## src/include/cart_loader_settings.svh

```systemverilog
`ifndef CART_LOADER_SETTINGS_SVH
`define CART_LOADER_SETTINGS_SVH

//////////////////////////////////////////////////
// Download stream widths
//////////////////////////////////////////////////
`define CART_ADDR_W         25      // Byte address of the image
`define CART_DATA_W         16

// APB port
`define APB_ADDR_W          12
`define APB_DATA_W          32

//////////////////////////////////////////////////
// Cartridge header offsets
//////////////////////////////////////////////////
`define HDR_REGION_ADDR0    'h1F0   // Two region letters
`define HDR_REGION_ADDR1    'h1F2   // Low byte only
`define HDR_READY_ADDR      'h200   // Header complete
`define CART_ID_ADDR_FIRST  'h182
`define CART_ID_ADDR_LAST   'h18A
`define CART_ID_MATCH_ADDR  'h18C   // Product code lookup
`define CHEAT_LAST_OFS      4'hE    // Last slot of a cheat record

`define GUN_DELAY_DEFAULT   44

// Register offsets
`define REG_CTRL            'h00
`define REG_ADDR            'h04
`define REG_DATA            'h08
`define REG_STATUS          'h0C
`define REG_GUN             'h10

`endif

```

## src/rtl/cart_pkg.sv

```systemverilog
`default_nettype none
`include "cart_loader_settings.svh"

package cart_pkg;

	typedef struct packed {
		logic [`APB_ADDR_W-1:0] paddr;
		logic                   psel;
		logic                   penable;
		logic                   pwrite;
		logic [`APB_DATA_W-1:0] pwdata;
	} apb_req_t;

	typedef struct packed {
		logic [`APB_DATA_W-1:0] prdata;
		logic                   pready;
		logic                   pslverr;
	} apb_rsp_t;

	// One word of the download stream
	typedef struct packed {
		logic [`CART_ADDR_W-1:0] addr;
		logic [`CART_DATA_W-1:0] data;
		logic                    cart;
		logic                    code;
		logic                    first;
		logic                    last;  // Cart flag fell, addr is the last word
	} dl_word_t;

	typedef enum logic [1:0] {JP = 2'd0, US = 2'd1, EU = 2'd2} region_t;

	// Priority orders for auto-region
	typedef enum logic [1:0] {
		POL_US_EU_JP = 2'd0,
		POL_EU_US_JP = 2'd1,
		POL_US_JP_EU = 2'd2,
		POL_JP_US_EU = 2'd3
	} region_policy_t;

	// REG_CTRL bits 6:0
	typedef struct packed {
		region_t        manual_region;
		logic           auto_region;
		region_policy_t policy;
		logic           code_dl;
		logic           cart_dl;
	} ctrl_reg_t;

	typedef struct packed {
		logic sram, eeprom, noram, fifo, pier, svp, fmbusy, schan;
	} quirk_flags_t;

	typedef struct packed {
		logic       gun_type;
		logic [7:0] sensor_delay;
	} gun_cfg_t;

	// REG_STATUS bits 23:0
	typedef struct packed {
		logic [7:0]   cheat_count;
		quirk_flags_t quirks;
		logic [4:0]   rsvd;
		logic         region_valid;
		region_t      region;
	} status_t;

	typedef struct packed {
		logic [31:0] flags;
		logic [31:0] address;
		logic [31:0] compare;
		logic [31:0] replace;
	} cheat_fields_t;

	// Loaded as word slots, consumed as fields
	typedef union packed {
		logic [7:0][15:0] word;
		cheat_fields_t    field;
	} cheat_code_u;

endpackage

`default_nettype wire

```

## src/rtl/cart_apb_port.sv

```systemverilog
`default_nettype none
`timescale 1ns/1ns
`include "cart_loader_settings.svh"

module cart_apb_port (
	input  logic                    clk_sys,
	input  logic                    RESET,
	input  cart_pkg::apb_req_t      apb_req,
	output cart_pkg::apb_rsp_t      apb_rsp,
	input  logic                    rom_ack,
	output logic                    rom_req,
	output logic [`CART_ADDR_W-1:0] rom_addr,
	output logic [`CART_DATA_W-1:0] rom_data,
	output cart_pkg::dl_word_t      dl,
	output logic                    dl_valid,
	input  cart_pkg::region_t       region,
	input  logic                    region_valid,
	input  cart_pkg::quirk_flags_t  quirks,
	input  cart_pkg::gun_cfg_t      gun_cfg,
	input  logic [7:0]              cheat_count,
	output cart_pkg::region_policy_t policy,
	output logic                    auto_region,
	output cart_pkg::region_t       manual_region
);
	import cart_pkg::*;

	localparam logic [`CART_ADDR_W-1:0] ADDR_STEP = 2;  // One 16-bit word

	ctrl_reg_t               ctrl;
	ctrl_reg_t               ctrl_wr;
	logic [`CART_ADDR_W-1:0] addr_cnt;
	logic                    first_pending;
	status_t                 status;
	logic                    access, wr_done, cart_stall;
	logic                    hit_ctrl, hit_addr, hit_data, hit_status, hit_gun;
	logic                    data_emit, last_emit, dl_start;

	//////////////////////////////////////////////////
	// Decode
	//////////////////////////////////////////////////
	assign hit_ctrl   = apb_req.paddr == `REG_CTRL;
	assign hit_addr   = apb_req.paddr == `REG_ADDR;
	assign hit_data   = apb_req.paddr == `REG_DATA;
	assign hit_status = apb_req.paddr == `REG_STATUS;
	assign hit_gun    = apb_req.paddr == `REG_GUN;

	assign access  = apb_req.psel & apb_req.penable;
	assign ctrl_wr = ctrl_reg_t'(apb_req.pwdata[$bits(ctrl_reg_t)-1:0]);

	// Hold the host while the previous ROM write is still in flight
	assign cart_stall = access & apb_req.pwrite & hit_data & ctrl.cart_dl & (rom_req != rom_ack);
	assign wr_done    = access & apb_req.pwrite & ~cart_stall;

	assign data_emit = wr_done & hit_data & (ctrl.cart_dl | ctrl.code_dl);
	assign last_emit = wr_done & hit_ctrl & ctrl.cart_dl & ~ctrl_wr.cart_dl;
	assign dl_start  = wr_done & hit_ctrl & ((ctrl_wr.cart_dl & ~ctrl.cart_dl) |
		(ctrl_wr.code_dl & ~ctrl.code_dl));

	assign status = '{cheat_count: cheat_count, quirks: quirks, rsvd: '0,
		region_valid: region_valid, region: region};

	always_comb begin
		apb_rsp         = '0;
		apb_rsp.pready  = ~cart_stall;
		apb_rsp.pslverr = access & ~(hit_ctrl | hit_addr | hit_data | hit_status | hit_gun);
		if (hit_ctrl) apb_rsp.prdata[$bits(ctrl_reg_t)-1:0] = ctrl;
		else if (hit_addr) apb_rsp.prdata[`CART_ADDR_W-1:0] = addr_cnt;
		else if (hit_status) apb_rsp.prdata[$bits(status_t)-1:0] = status;
		else if (hit_gun) apb_rsp.prdata[$bits(gun_cfg_t)-1:0] = gun_cfg;
	end

	//////////////////////////////////////////////////
	// Control state
	//////////////////////////////////////////////////
	always_ff @(posedge clk_sys) begin
		if (RESET) begin
			ctrl          <= '0;
			addr_cnt      <= '0;
			first_pending <= 1'b0;
			rom_req       <= 1'b0;
			dl_valid      <= 1'b0;
		end else begin
			dl_valid <= data_emit | last_emit;
			if (wr_done & hit_ctrl) ctrl <= ctrl_wr;
			if (dl_start) first_pending <= 1'b1;
			else if (data_emit) first_pending <= 1'b0;
			if (wr_done & hit_addr) addr_cnt <= apb_req.pwdata[`CART_ADDR_W-1:0];
			else if (data_emit) addr_cnt <= addr_cnt + ADDR_STEP;
			if (data_emit & ctrl.cart_dl) rom_req <= ~rom_req;  // Toggle request
		end
	end

	// Word payload
	always_ff @(posedge clk_sys) begin
		if (data_emit) begin
			dl <= '{addr: addr_cnt, data: apb_req.pwdata[`CART_DATA_W-1:0],
				cart: ctrl.cart_dl, code: ctrl.code_dl & ~ctrl.cart_dl,
				first: first_pending, last: 1'b0};
		end else if (last_emit) begin
			dl <= '{addr: addr_cnt - ADDR_STEP, data: '0, cart: 1'b0, code: 1'b0,
				first: 1'b0, last: 1'b1};
		end
		if (data_emit & ctrl.cart_dl) begin
			rom_addr <= addr_cnt;
			rom_data <= apb_req.pwdata[`CART_DATA_W-1:0];
		end
	end

	assign policy        = ctrl.policy;
	assign auto_region   = ctrl.auto_region;
	assign manual_region = ctrl.manual_region;

endmodule

`default_nettype wire

```

## src/rtl/cart_loader_top.sv

```systemverilog
`default_nettype none
`timescale 1ns/1ns
`include "cart_loader_settings.svh"

module cart_loader_top (
	input  logic                    clk_sys,
	input  logic                    RESET,
	input  cart_pkg::apb_req_t      apb_req,
	output cart_pkg::apb_rsp_t      apb_rsp,
	output logic                    rom_req,
	input  logic                    rom_ack,
	output logic [`CART_ADDR_W-1:0] rom_addr,
	output logic [`CART_DATA_W-1:0] rom_data,
	output cart_pkg::cheat_code_u   cheat,
	output logic                    cheat_valid
);
	import cart_pkg::*;

	// Download stream, one writer and three observers
	dl_word_t       dl;
	logic           dl_valid;
	region_t        region;
	logic           region_valid;
	quirk_flags_t   quirks;
	gun_cfg_t       gun_cfg;
	logic [7:0]     cheat_count;
	region_policy_t policy;
	logic           auto_region;
	region_t        manual_region;

	cart_apb_port apb_port_i (
		.clk_sys(clk_sys), .RESET(RESET),
		.apb_req(apb_req), .apb_rsp(apb_rsp),
		.rom_ack(rom_ack), .rom_req(rom_req), .rom_addr(rom_addr), .rom_data(rom_data),
		.dl(dl), .dl_valid(dl_valid),
		.region(region), .region_valid(region_valid), .quirks(quirks),
		.gun_cfg(gun_cfg), .cheat_count(cheat_count),
		.policy(policy), .auto_region(auto_region), .manual_region(manual_region)
	);

	region_detect region_detect_i (
		.clk_sys(clk_sys), .RESET(RESET), .dl(dl), .dl_valid(dl_valid),
		.policy(policy), .auto_region(auto_region), .manual_region(manual_region),
		.region(region), .region_valid(region_valid)
	);

	cart_quirk_match quirk_match_i (
		.clk_sys(clk_sys), .RESET(RESET), .dl(dl), .dl_valid(dl_valid),
		.quirks(quirks), .gun_cfg(gun_cfg)
	);

	cheat_code_loader cheat_loader_i (
		.clk_sys(clk_sys), .RESET(RESET), .dl(dl), .dl_valid(dl_valid),
		.cheat(cheat), .cheat_valid(cheat_valid), .cheat_count(cheat_count)
	);

endmodule

`default_nettype wire

```

## src/rtl/cart_quirk_match.sv

```systemverilog
`default_nettype none
`timescale 1ns/1ns
`include "cart_loader_settings.svh"

module cart_quirk_match (
	input  logic                   clk_sys,
	input  logic                   RESET,
	input  cart_pkg::dl_word_t     dl,
	input  logic                   dl_valid,
	output cart_pkg::quirk_flags_t quirks,
	output cart_pkg::gun_cfg_t     gun_cfg
);
	import cart_pkg::*;

	logic        cart_wr;
	logic [63:0] cart_id;  // 8 ASCII chars, first char in the top byte
	logic [15:0] swapped;

	function automatic quirk_flags_t quirk_lookup(input logic [63:0] id);
		quirk_flags_t q;
		q = '0;
		case (id)
			"T-081276", "T-81406 ", "T-081586", "T-81576 ", "T-81476 ":
				q.sram = 1'b1;
			"MK-1215 ", "G-4060  ", "00001211", "MK-1228 ", "G-5538  ",
			"00004076", "T-12046 ", "T-12053 ", "G-4524  ":
				q.eeprom = 1'b1;
			"T-113016": q.noram = 1'b1;  // Fake RAM check
			"T-89016 ": q.fifo = 1'b1;
			"T-574023", "T-574013": q.pier = 1'b1;
			"MK-1229 ", "G-7001  ": q.svp = 1'b1;
			"T-35036 ", "T-25073 ", "MK-1137-": q.fmbusy = 1'b1;
			"T-68???-": q.schan = 1'b1;  // Literal question marks in the header
			default: q = '0;
		endcase
		return q;
	endfunction

	// Light-gun device type and sensor timing
	function automatic gun_cfg_t gun_lookup(input logic [63:0] id);
		gun_cfg_t g;
		case (id)
			"MK-1533 ": g = '{gun_type: 1'b0, sensor_delay: 8'd100};
			"T-95096-": g = '{gun_type: 1'b1, sensor_delay: 8'd52};
			"T-95136-": g = '{gun_type: 1'b1, sensor_delay: 8'd30};
			"MK-1658 ": g = '{gun_type: 1'b0, sensor_delay: 8'd120};
			"T-081156": g = '{gun_type: 1'b0, sensor_delay: 8'd126};
			default:    g = '{gun_type: 1'b0, sensor_delay: 8'(`GUN_DELAY_DEFAULT)};
		endcase
		return g;
	endfunction

	assign cart_wr = dl_valid & dl.cart;
	assign swapped = {dl.data[7:0], dl.data[15:8]};

	//////////////////////////////////////////////////
	// Product code capture
	//////////////////////////////////////////////////
	always_ff @(posedge clk_sys) begin
		if (cart_wr) begin
			case (dl.addr)
				`CART_ID_ADDR_FIRST:     cart_id[63:56] <= dl.data[15:8];  // Odd start
				`CART_ID_ADDR_FIRST + 2: cart_id[55:40] <= swapped;
				`CART_ID_ADDR_FIRST + 4: cart_id[39:24] <= swapped;
				`CART_ID_ADDR_FIRST + 6: cart_id[23:8]  <= swapped;
				`CART_ID_ADDR_LAST:      cart_id[7:0]   <= dl.data[7:0];
				default: ;
			endcase
		end
	end

	// Table lookup
	always_ff @(posedge clk_sys) begin
		if (RESET) begin
			quirks  <= '0;
			gun_cfg <= '{gun_type: 1'b0, sensor_delay: 8'(`GUN_DELAY_DEFAULT)};
		end else if (cart_wr) begin
			if (dl.first) quirks <= '0;
			if (dl.addr == `CART_ID_MATCH_ADDR) begin
				quirks  <= quirk_lookup(cart_id);
				gun_cfg <= gun_lookup(cart_id);  // Held until the next lookup
			end
		end
	end

endmodule

`default_nettype wire

```

## src/rtl/cheat_code_loader.sv

```systemverilog
`default_nettype none
`timescale 1ns/1ns
`include "cart_loader_settings.svh"

module cheat_code_loader (
	input  logic                  clk_sys,
	input  logic                  RESET,
	input  cart_pkg::dl_word_t    dl,
	input  logic                  dl_valid,
	output cart_pkg::cheat_code_u cheat,
	output logic                  cheat_valid,
	output logic [7:0]            cheat_count
);
	import cart_pkg::*;

	logic       code_wr;
	logic       rec_done;
	logic [2:0] slot;

	assign code_wr  = dl_valid & dl.code;
	assign rec_done = code_wr & (dl.addr[3:0] == `CHEAT_LAST_OFS);

	// Bottom word of each field comes first in the stream
	assign slot = {~dl.addr[3], ~dl.addr[2], dl.addr[1]};

	//////////////////////////////////////////////////
	// Record assembly
	//////////////////////////////////////////////////
	always_ff @(posedge clk_sys) begin
		if (code_wr) cheat.word[slot] <= dl.data;
	end

	always_ff @(posedge clk_sys) begin
		if (RESET) begin
			cheat_valid <= 1'b0;
			cheat_count <= '0;
		end else begin
			cheat_valid <= rec_done;  // Replace top word closes the record
			if (rec_done) cheat_count <= cheat_count + 8'd1;
		end
	end

endmodule

`default_nettype wire

```

## src/rtl/region_detect.sv

```systemverilog
`default_nettype none
`timescale 1ns/1ns
`include "cart_loader_settings.svh"

module region_detect (
	input  logic                     clk_sys,
	input  logic                     RESET,
	input  cart_pkg::dl_word_t       dl,
	input  logic                     dl_valid,
	input  cart_pkg::region_policy_t policy,
	input  logic                     auto_region,
	input  cart_pkg::region_t        manual_region,
	output cart_pkg::region_t        region,
	output logic                     region_valid
);
	import cart_pkg::*;

	logic       cart_wr;
	logic [2:0] hdr_flags;  // {j, u, e}
	logic [2:0] flags_base;
	logic [2:0] lo_flags, hi_flags;

	// Classify one header character
	function automatic logic [2:0] letter_flags(input logic [7:0] c);
		if (c == "J") return 3'b100;
		else if (c == "U") return 3'b010;
		else if (c >= "0" && c <= "Z") return 3'b001;
		return 3'b000;
	endfunction

	// First flag found in policy order, else the policy's first region
	function automatic region_t resolve(input region_policy_t pol, input logic [2:0] f);
		logic    j, u, e;
		region_t r;
		{j, u, e} = f;
		case (pol)
			POL_US_EU_JP: r = u ? US : e ? EU : j ? JP : US;
			POL_EU_US_JP: r = e ? EU : u ? US : j ? JP : EU;
			POL_US_JP_EU: r = u ? US : j ? JP : e ? EU : US;
			default:      r = j ? JP : u ? US : e ? EU : JP;
		endcase
		return r;
	endfunction

	assign cart_wr    = dl_valid & dl.cart;
	assign lo_flags   = letter_flags(dl.data[7:0]);
	assign hi_flags   = letter_flags(dl.data[15:8]);
	assign flags_base = dl.first ? 3'b000 : hdr_flags;  // New download starts clean

	//////////////////////////////////////////////////
	// Header scan
	//////////////////////////////////////////////////
	always_ff @(posedge clk_sys) begin
		if (RESET) begin
			hdr_flags    <= '0;
			region       <= JP;
			region_valid <= 1'b0;
		end else if (cart_wr) begin
			if (dl.first) begin
				hdr_flags    <= '0;
				region_valid <= 1'b0;
			end
			if (dl.addr == `HDR_REGION_ADDR0) hdr_flags <= flags_base | lo_flags | hi_flags;
			else if (dl.addr == `HDR_REGION_ADDR1) hdr_flags <= flags_base | lo_flags;

			if (dl.addr == `HDR_READY_ADDR) begin
				region_valid <= 1'b1;
				region       <= auto_region ? resolve(policy, hdr_flags) : manual_region;
			end
		end
	end

endmodule

`default_nettype wire

```

## config.mk

```make
export PLATFORM = sky130hd
export DESIGN_NAME = cart_loader_top
export DESIGN_NICKNAME = d
export VERILOG_FILES = /design/src/rtl/cart_pkg.sv /design/src/rtl/cart_apb_port.sv /design/src/rtl/cart_loader_top.sv /design/src/rtl/cart_quirk_match.sv /design/src/rtl/cheat_code_loader.sv /design/src/rtl/region_detect.sv
export VERILOG_INCLUDE_DIRS = /design/src /design/src/include
export SDC_FILE = /design/constraint.sdc
export NUM_CORES = 1
export LEC_CHECK = 0
export BUFFER_PORTS_ARGS = -buffer_cell sky130_fd_sc_hd__clkbuf_2
export CAP_MARGIN = 20
export CORE_MARGIN = 1
export CORE_UTILIZATION = 60
export DETAILED_ROUTE_END_ITERATION = 8
export HOLD_SLACK_MARGIN = 0.02
export PLACE_DENSITY = 0.84
export SLEW_MARGIN = 10
export SYNTH_ARGS = -nofsm -noshare
export SYNTH_HDL_FRONTEND = slang
export SYNTH_SLANG_ARGS = --single-unit
export TNS_END_PERCENT = 100
```

## constraint.sdc

```tcl
create_clock -name clk_sys -period 7 [get_ports clk_sys]
set_input_delay 0.7 -clock clk_sys [delete_from_list [all_inputs] [get_ports clk_sys]]
set_output_delay 0.7 -clock clk_sys [all_outputs]
set_load 0.01 [all_outputs]
```

Word level (Yosys, flattened, before mapping)
Cells that the tools add are included.
{"block": "classes", "n_addsub": 3, "n_mul": 0, "div_mod_pow": 0, "magnitude_cmp": 6, "eq_ne": 50, "shifts": 0, "n_mux": 60, "bitwise_logic": 38, "n_reduce_logical": 24}
{"operator": "$eq A64 B63 Y1 const B", "count": 27}
{"operator": "$eq A25 B9 Y1 const B", "count": 8}
{"operator": "$bwmux W128", "count": 1}
{"operator": "$eq A64 B62 Y1 const B", "count": 2}
{"operator": "$mux W45", "count": 2}
{"operator": "$mux W25", "count": 2}
{"operator": "$demux W16 S3", "count": 1}
{"operator": "$pmux W9 S5", "count": 1}
{"operator": "$mux W3", "count": 11}
{"operator": "$eq A8 B7 Y1 const B", "count": 4}
{"operator": "$add A25 B2 Y25 const B", "count": 1}
{"operator": "$eq A25 B10 Y1 const B", "count": 1}
{"operator": "$sub A25 B2 Y25 const B", "count": 1}
{"operator": "$eq A12 B4 Y1 const B", "count": 2}
{"operator": "$mux W2", "count": 12}
{"operator": "$mux W24", "count": 1}
{"operator": "$and A1 B1 Y1", "count": 21}
{"operator": "$mux W1", "count": 20}
{"operator": "$mux W18", "count": 1}
{"operator": "$mux W9", "count": 2}
{"operator": "$reduce_and A2 Y1", "count": 9}
{"operator": "$ge A8 B6 Y1 const B", "count": 2}
{"operator": "$le A8 B7 Y1 const B", "count": 2}
{"operator": "$mux W16", "count": 1}
{"operator": "24 further kinds", "count": 46}
{"block": "word_totals", "reg_bits": 345, "latch_bits": 0, "ram_bits": 0, "romBits": 0, "in_bits": 50, "wordCells": 219, "mem_count": 0}

Logic depth before layout (Yosys ltp)
{"block": "logic_depth", "ltp_word": 12, "ltp_mapped": 9}

Hierarchy
From an unflattened synthesis, not the netlist that was laid out.
{"block": "unflattened", "cells_unflattened": 1166, "hier_area_um2": 14695.3}
{"module": "cart_apb_port", "instances": 1, "cells_each": 572, "area_each_um2": 5906.9}
{"module": "cheat_code_loader", "instances": 1, "cells_each": 190, "area_each_um2": 4351.7}
{"module": "cart_quirk_match", "instances": 1, "cells_each": 325, "area_each_um2": 3860.0}
{"module": "region_detect", "instances": 1, "cells_each": 79, "area_each_um2": 576.8}

Worst setup path before layout
Ideal clock, no wire load.
{"block": "synth_timing", "kind": "input-to-reg", "from": "input port apb_req[38] (netlist name)", "to": "register apb_port_i.dl[10] (netlist name)", "t_arrival_ns": 3.050, "required_ns": 6.602, "slack_ns": 3.552, "path_stages": 6, "path_buffers": 2, "path_cell_list": "clkbuf_1 or4_1 nor2_2 a21oi_1 clkbuf_1 inv_1"}
{"block": "synth_via", "elab_chain_len": 10, "elab_cells_between_ends": 13}
{"element": "start: declaration", "line": "cart_loader_top.sv:8", "text": "input cart_pkg::apb_req_t apb_req,"}
{"element": "$eq A12 B4 Y1 (no line)"}
{"element": "$and A1 B1 Y1 (3 in a row)", "line": "cart_apb_port.sv:51", "text": "assign cart_stall = access & apb_req.pwrite & hit_data & ctrl.cart_dl & (rom_req != rom_ack);"}
{"element": "$not A1 Y1", "line": "cart_apb_port.sv:52", "text": "assign wr_done = access & apb_req.pwrite & ~cart_stall;"}
{"element": "$and A1 B1 Y1", "line": "cart_apb_port.sv:52"}
{"element": "$and A1 B1 Y1 (3 in a row)", "line": "cart_apb_port.sv:55", "text": "assign last_emit = wr_done & hit_ctrl & ctrl.cart_dl & ~ctrl_wr.cart_dl;"}
{"element": "$reduce_bool A2 Y1 (no line) *"}
Mark *: on every way between the ends. The rest lies on a longest branch, timed or not.
A chain may end at the register's enable or synchronous reset.

==> results by group <==
Job
  – Max-cap viol count: 0

Hold path
  – Tightest Hold Check Type: in -> reg

Die
  – Die area: 24,500 um2
  – Floorplan row count: 56
  – Die Y-Extent: 157 um
  – IO Count: 255
  – Die width: around 160 um
  – Core ar.: 23,500 um2
  – Initial Utilization: 0.611

CTS
  – Inserted Clock Buffers: 34
  – CTS Sinks: approximately 340
  – CTS root buf: clkbuf_16
  – CTS hold repair buffers: 0
  – Htree depth: 2
  – CTS tree: built
  – Setup repair bufs after CTS: 0
  – Resized cells post-CTS: 0
  – Bufs on Longest Clock Path: 3
  – Reg clk slew, reported paths: 0.06 ns
  – Clock insertion delay at the later pin of the skew report: 0.53 ns

Route
  – Drt pass-1 iters: 7
  – Post-route ant nets: 0
  – DR vias: 10,900
  – Via density: 6.33
  – DRT iter0 DRCs: 1,379
  – Routed wire length: 39.5 mm
  – Remaining DRCs: 0
  – Wire length per cell: 22.9 um

Yosys
  – Count leader, synth: edfxtp_1
  – Top cells by count, synth: edfxtp_1 (277), nor2_1 (113), nand2_1 (72)
  – EDFF count, synth: 277
  – Cell variety after synth: 77
  – Syn avg cell area: 12.7 um2
  – Yosys top cell by area: edfxtp_1
  – Post-synth ARST share: 0
  – Area contributors post-synth: edfxtp_1 (58%), dfxtp_1 (9.1%), nor2_1 (3.0%)
  – Syn Inst Count: 1,133
  – Register area share after synthesis: 0.671
  – Synth Flop Type: edfxtp_1
  – Synth Warn #: 0
  – Syn Std Cell Area: 14,300 um2
  – Yosys top cell area share: 0.580
  – #FFs+latches synth: 342

STA
  – Rel. slew slack: 0.272
  – # setup viols final: 0
  – Fmax: roughly 0.26 GHz
  – Min Tclk post-route: around 3.9 ns
  – Worst Tran Pin Value: between 1 and 1.5 ns
  – Layout Skew: around 0.026 ns
  – Final Cycle Share: 0.560
  – Min Hold Slack: 0.400 ns
  – Setup TNS Final: 0 ns
  – RSZ-0062 raised after global routing: false
  – Final Max Slew Viols: 0
  – Final hold violation count: 0

Setup path
  – Crit-path max FO: 18
  – CP max stage delay: 0.63 ns
  – Most used cell, CP: clkbuf_2
  – Crit Path Class: in -> out
  – Slowest CP cell: nand3b_1
  – CP Cell Sequence: clkbuf_2 > or4_1 > nor3_1 > nand3b_1 > inv_1 > a221oi_1 > a21oi_1 > clkbuf_2
  – Critical Path End Type: primary output
  – CP arrival: 3.22 ns
  – WP data required: 6.30 ns
  – Critical path startpoint category: input port

Final layout
  – Fin nets: ~1,400
  – Share of layout cells above drive strength 1: 0.241
  – Area grow syn2layout: 17.9%

Global route
  – Vias in the first global route: about 10,000
  – Total track usage: 0.322
  – Antenna violations before repair: 2
  – First-pass GRT wire length: 58.7 mm
  – Largest net degree at the start of global routing: 67
  – Overflow left after global routing: 0

Placed design
  – Routability Congestion: 1.01
  – Post-DP HPWL: about 26 mm
  – IO buf count: 240

Pwr
  – Pwr Density: 232 nW/um2
  – Worst vdd ir: roughly 0.19 mV
  – Leak: 0.00534 uW

Outcome
  – Status: finished clean
[where the power goes]
group	switching (uW)	total, uW	internal (uW)	leakage [uW]
registers	0.0187	2170	2170	0.00232
clock network	762	1710	948	0.000505
logic	29.4	44.0	14.6	0.00251
total	791	3920	3130	0.00534
[metrics by stage]
stage	utilization	worst slack [ns]	total power [uW]	std cells	cell area [um2]
final	0.720	3.08	3920	1724	16900
after global routing	0.720	2.91	4000	1723	16900
after CTS	0.720	3.14	3920	1723	16900
after detailed placement	0.676	2.90	2250	1663	15900
after global placement	0.675	3.03	2250	1661	15800
after floorplan	-	3.55	2230	1139	14400
[placed cells by master (no fill, tap or decap), drive strengths merged, types with 6 or more instances in the layout]
cell type	synthesis	final
nand4	33	33
nor3	40	40
buf	10	20
edfxtp	277	277
and4	6	6
nor3b	9	9
a31oi	8	8
clkbuf	45	285
clkinv	0	11
nor2	114	114
or3	11	11
nand4b	14	14
a22oi	6	6
a211oi	9	9
nand2b	13	13
inv	20	22
nand3	43	43
nor4b	10	10
nor2b	9	9
a311oi	8	8
and3	13	13
conb	1	7
o21ai	28	28
o211ai	6	6
and2	26	26
dfxtp	65	65
or4	15	15
mux2i	22	22
nor4	34	34
nand3b	8	8
nand2	72	72
a21oi	51	51
or2	8	8
xor2	21	21
[cells by family (layout without fill, tap and decap cells)]
group           Yosys count  in the layout  share of synthesized area
flops                   342            342                      0.671
mux                      23             23                     0.0161
other cells               1              8                   0.000261
compound gates          161            161                     0.0740
simple gates            502            502                      0.197
fa+ha+maj                 3              3                    0.00262
xor+xnor                 26             26                     0.0159
buf+inv                  75            340                     0.0237
[layout make-up]
cell class	count	area (um2)
Sequential cell	342	9620
Fill cell	1532	6570
Multi-Input combinational cell	722	4420
Timing Repair Buffer	260	1350
Clock buffer	45	932
Tap cell	319	399
Clock inverter	15	105
Inverter	20	75.1
Antenna cell	1	2.50
[worst paths after layout]
path                                             start                                   end  slack, ns  cells after the start
setup / recovery                           apb_req[44]                            apb_rsp[2]       3.08                      8
hold / removal                             apb_req[11]     apb_port_i.rom_data[11]$_DFFE_PP_       0.40                      1
setup reg to reg       apb_port_i.rom_req$_SDFFE_PP0P_       apb_port_i.rom_req$_SDFFE_PP0P_       3.77                      6
hold reg to reg   quirk_match_i.quirks[0]$_SDFFE_PP0P_  quirk_match_i.quirks[0]$_SDFFE_PP0P_       0.47                      2
[critical path, delay by kind of cell]
family,cells,cell delay (ns)
AOI/OAI and AO/OA,2,0.35
and+or+nand+nor,3,1.57
buffers and inverters,3,0.60
[layer usage]
metal	vias to the layer above	track usage	part of all wire
met5	-	0	0.00033
met4	2	0.134	0.039
met3	128	0.0612	0.091
met2	697	0.532	0.49
met1	5267	0.419	0.38
li1	4822	-	-
[sequential cells by signal, summed over array words and instances, names as in the netlist, 3 cells and up]
name,flops
cheat_loader_i.cheat_count,8
apb_port_i.rom_addr,25
quirk_match_i.quirks,8
apb_port_i.dl,44
quirk_match_i.cart_id,64
apb_port_i.addr_cnt,25
quirk_match_i.gun_cfg,7
cheat_loader_i.cheat,128
region_detect_i.hdr_flags,3
apb_port_i.rom_data,16
Power figures use the tool's default switching activity.
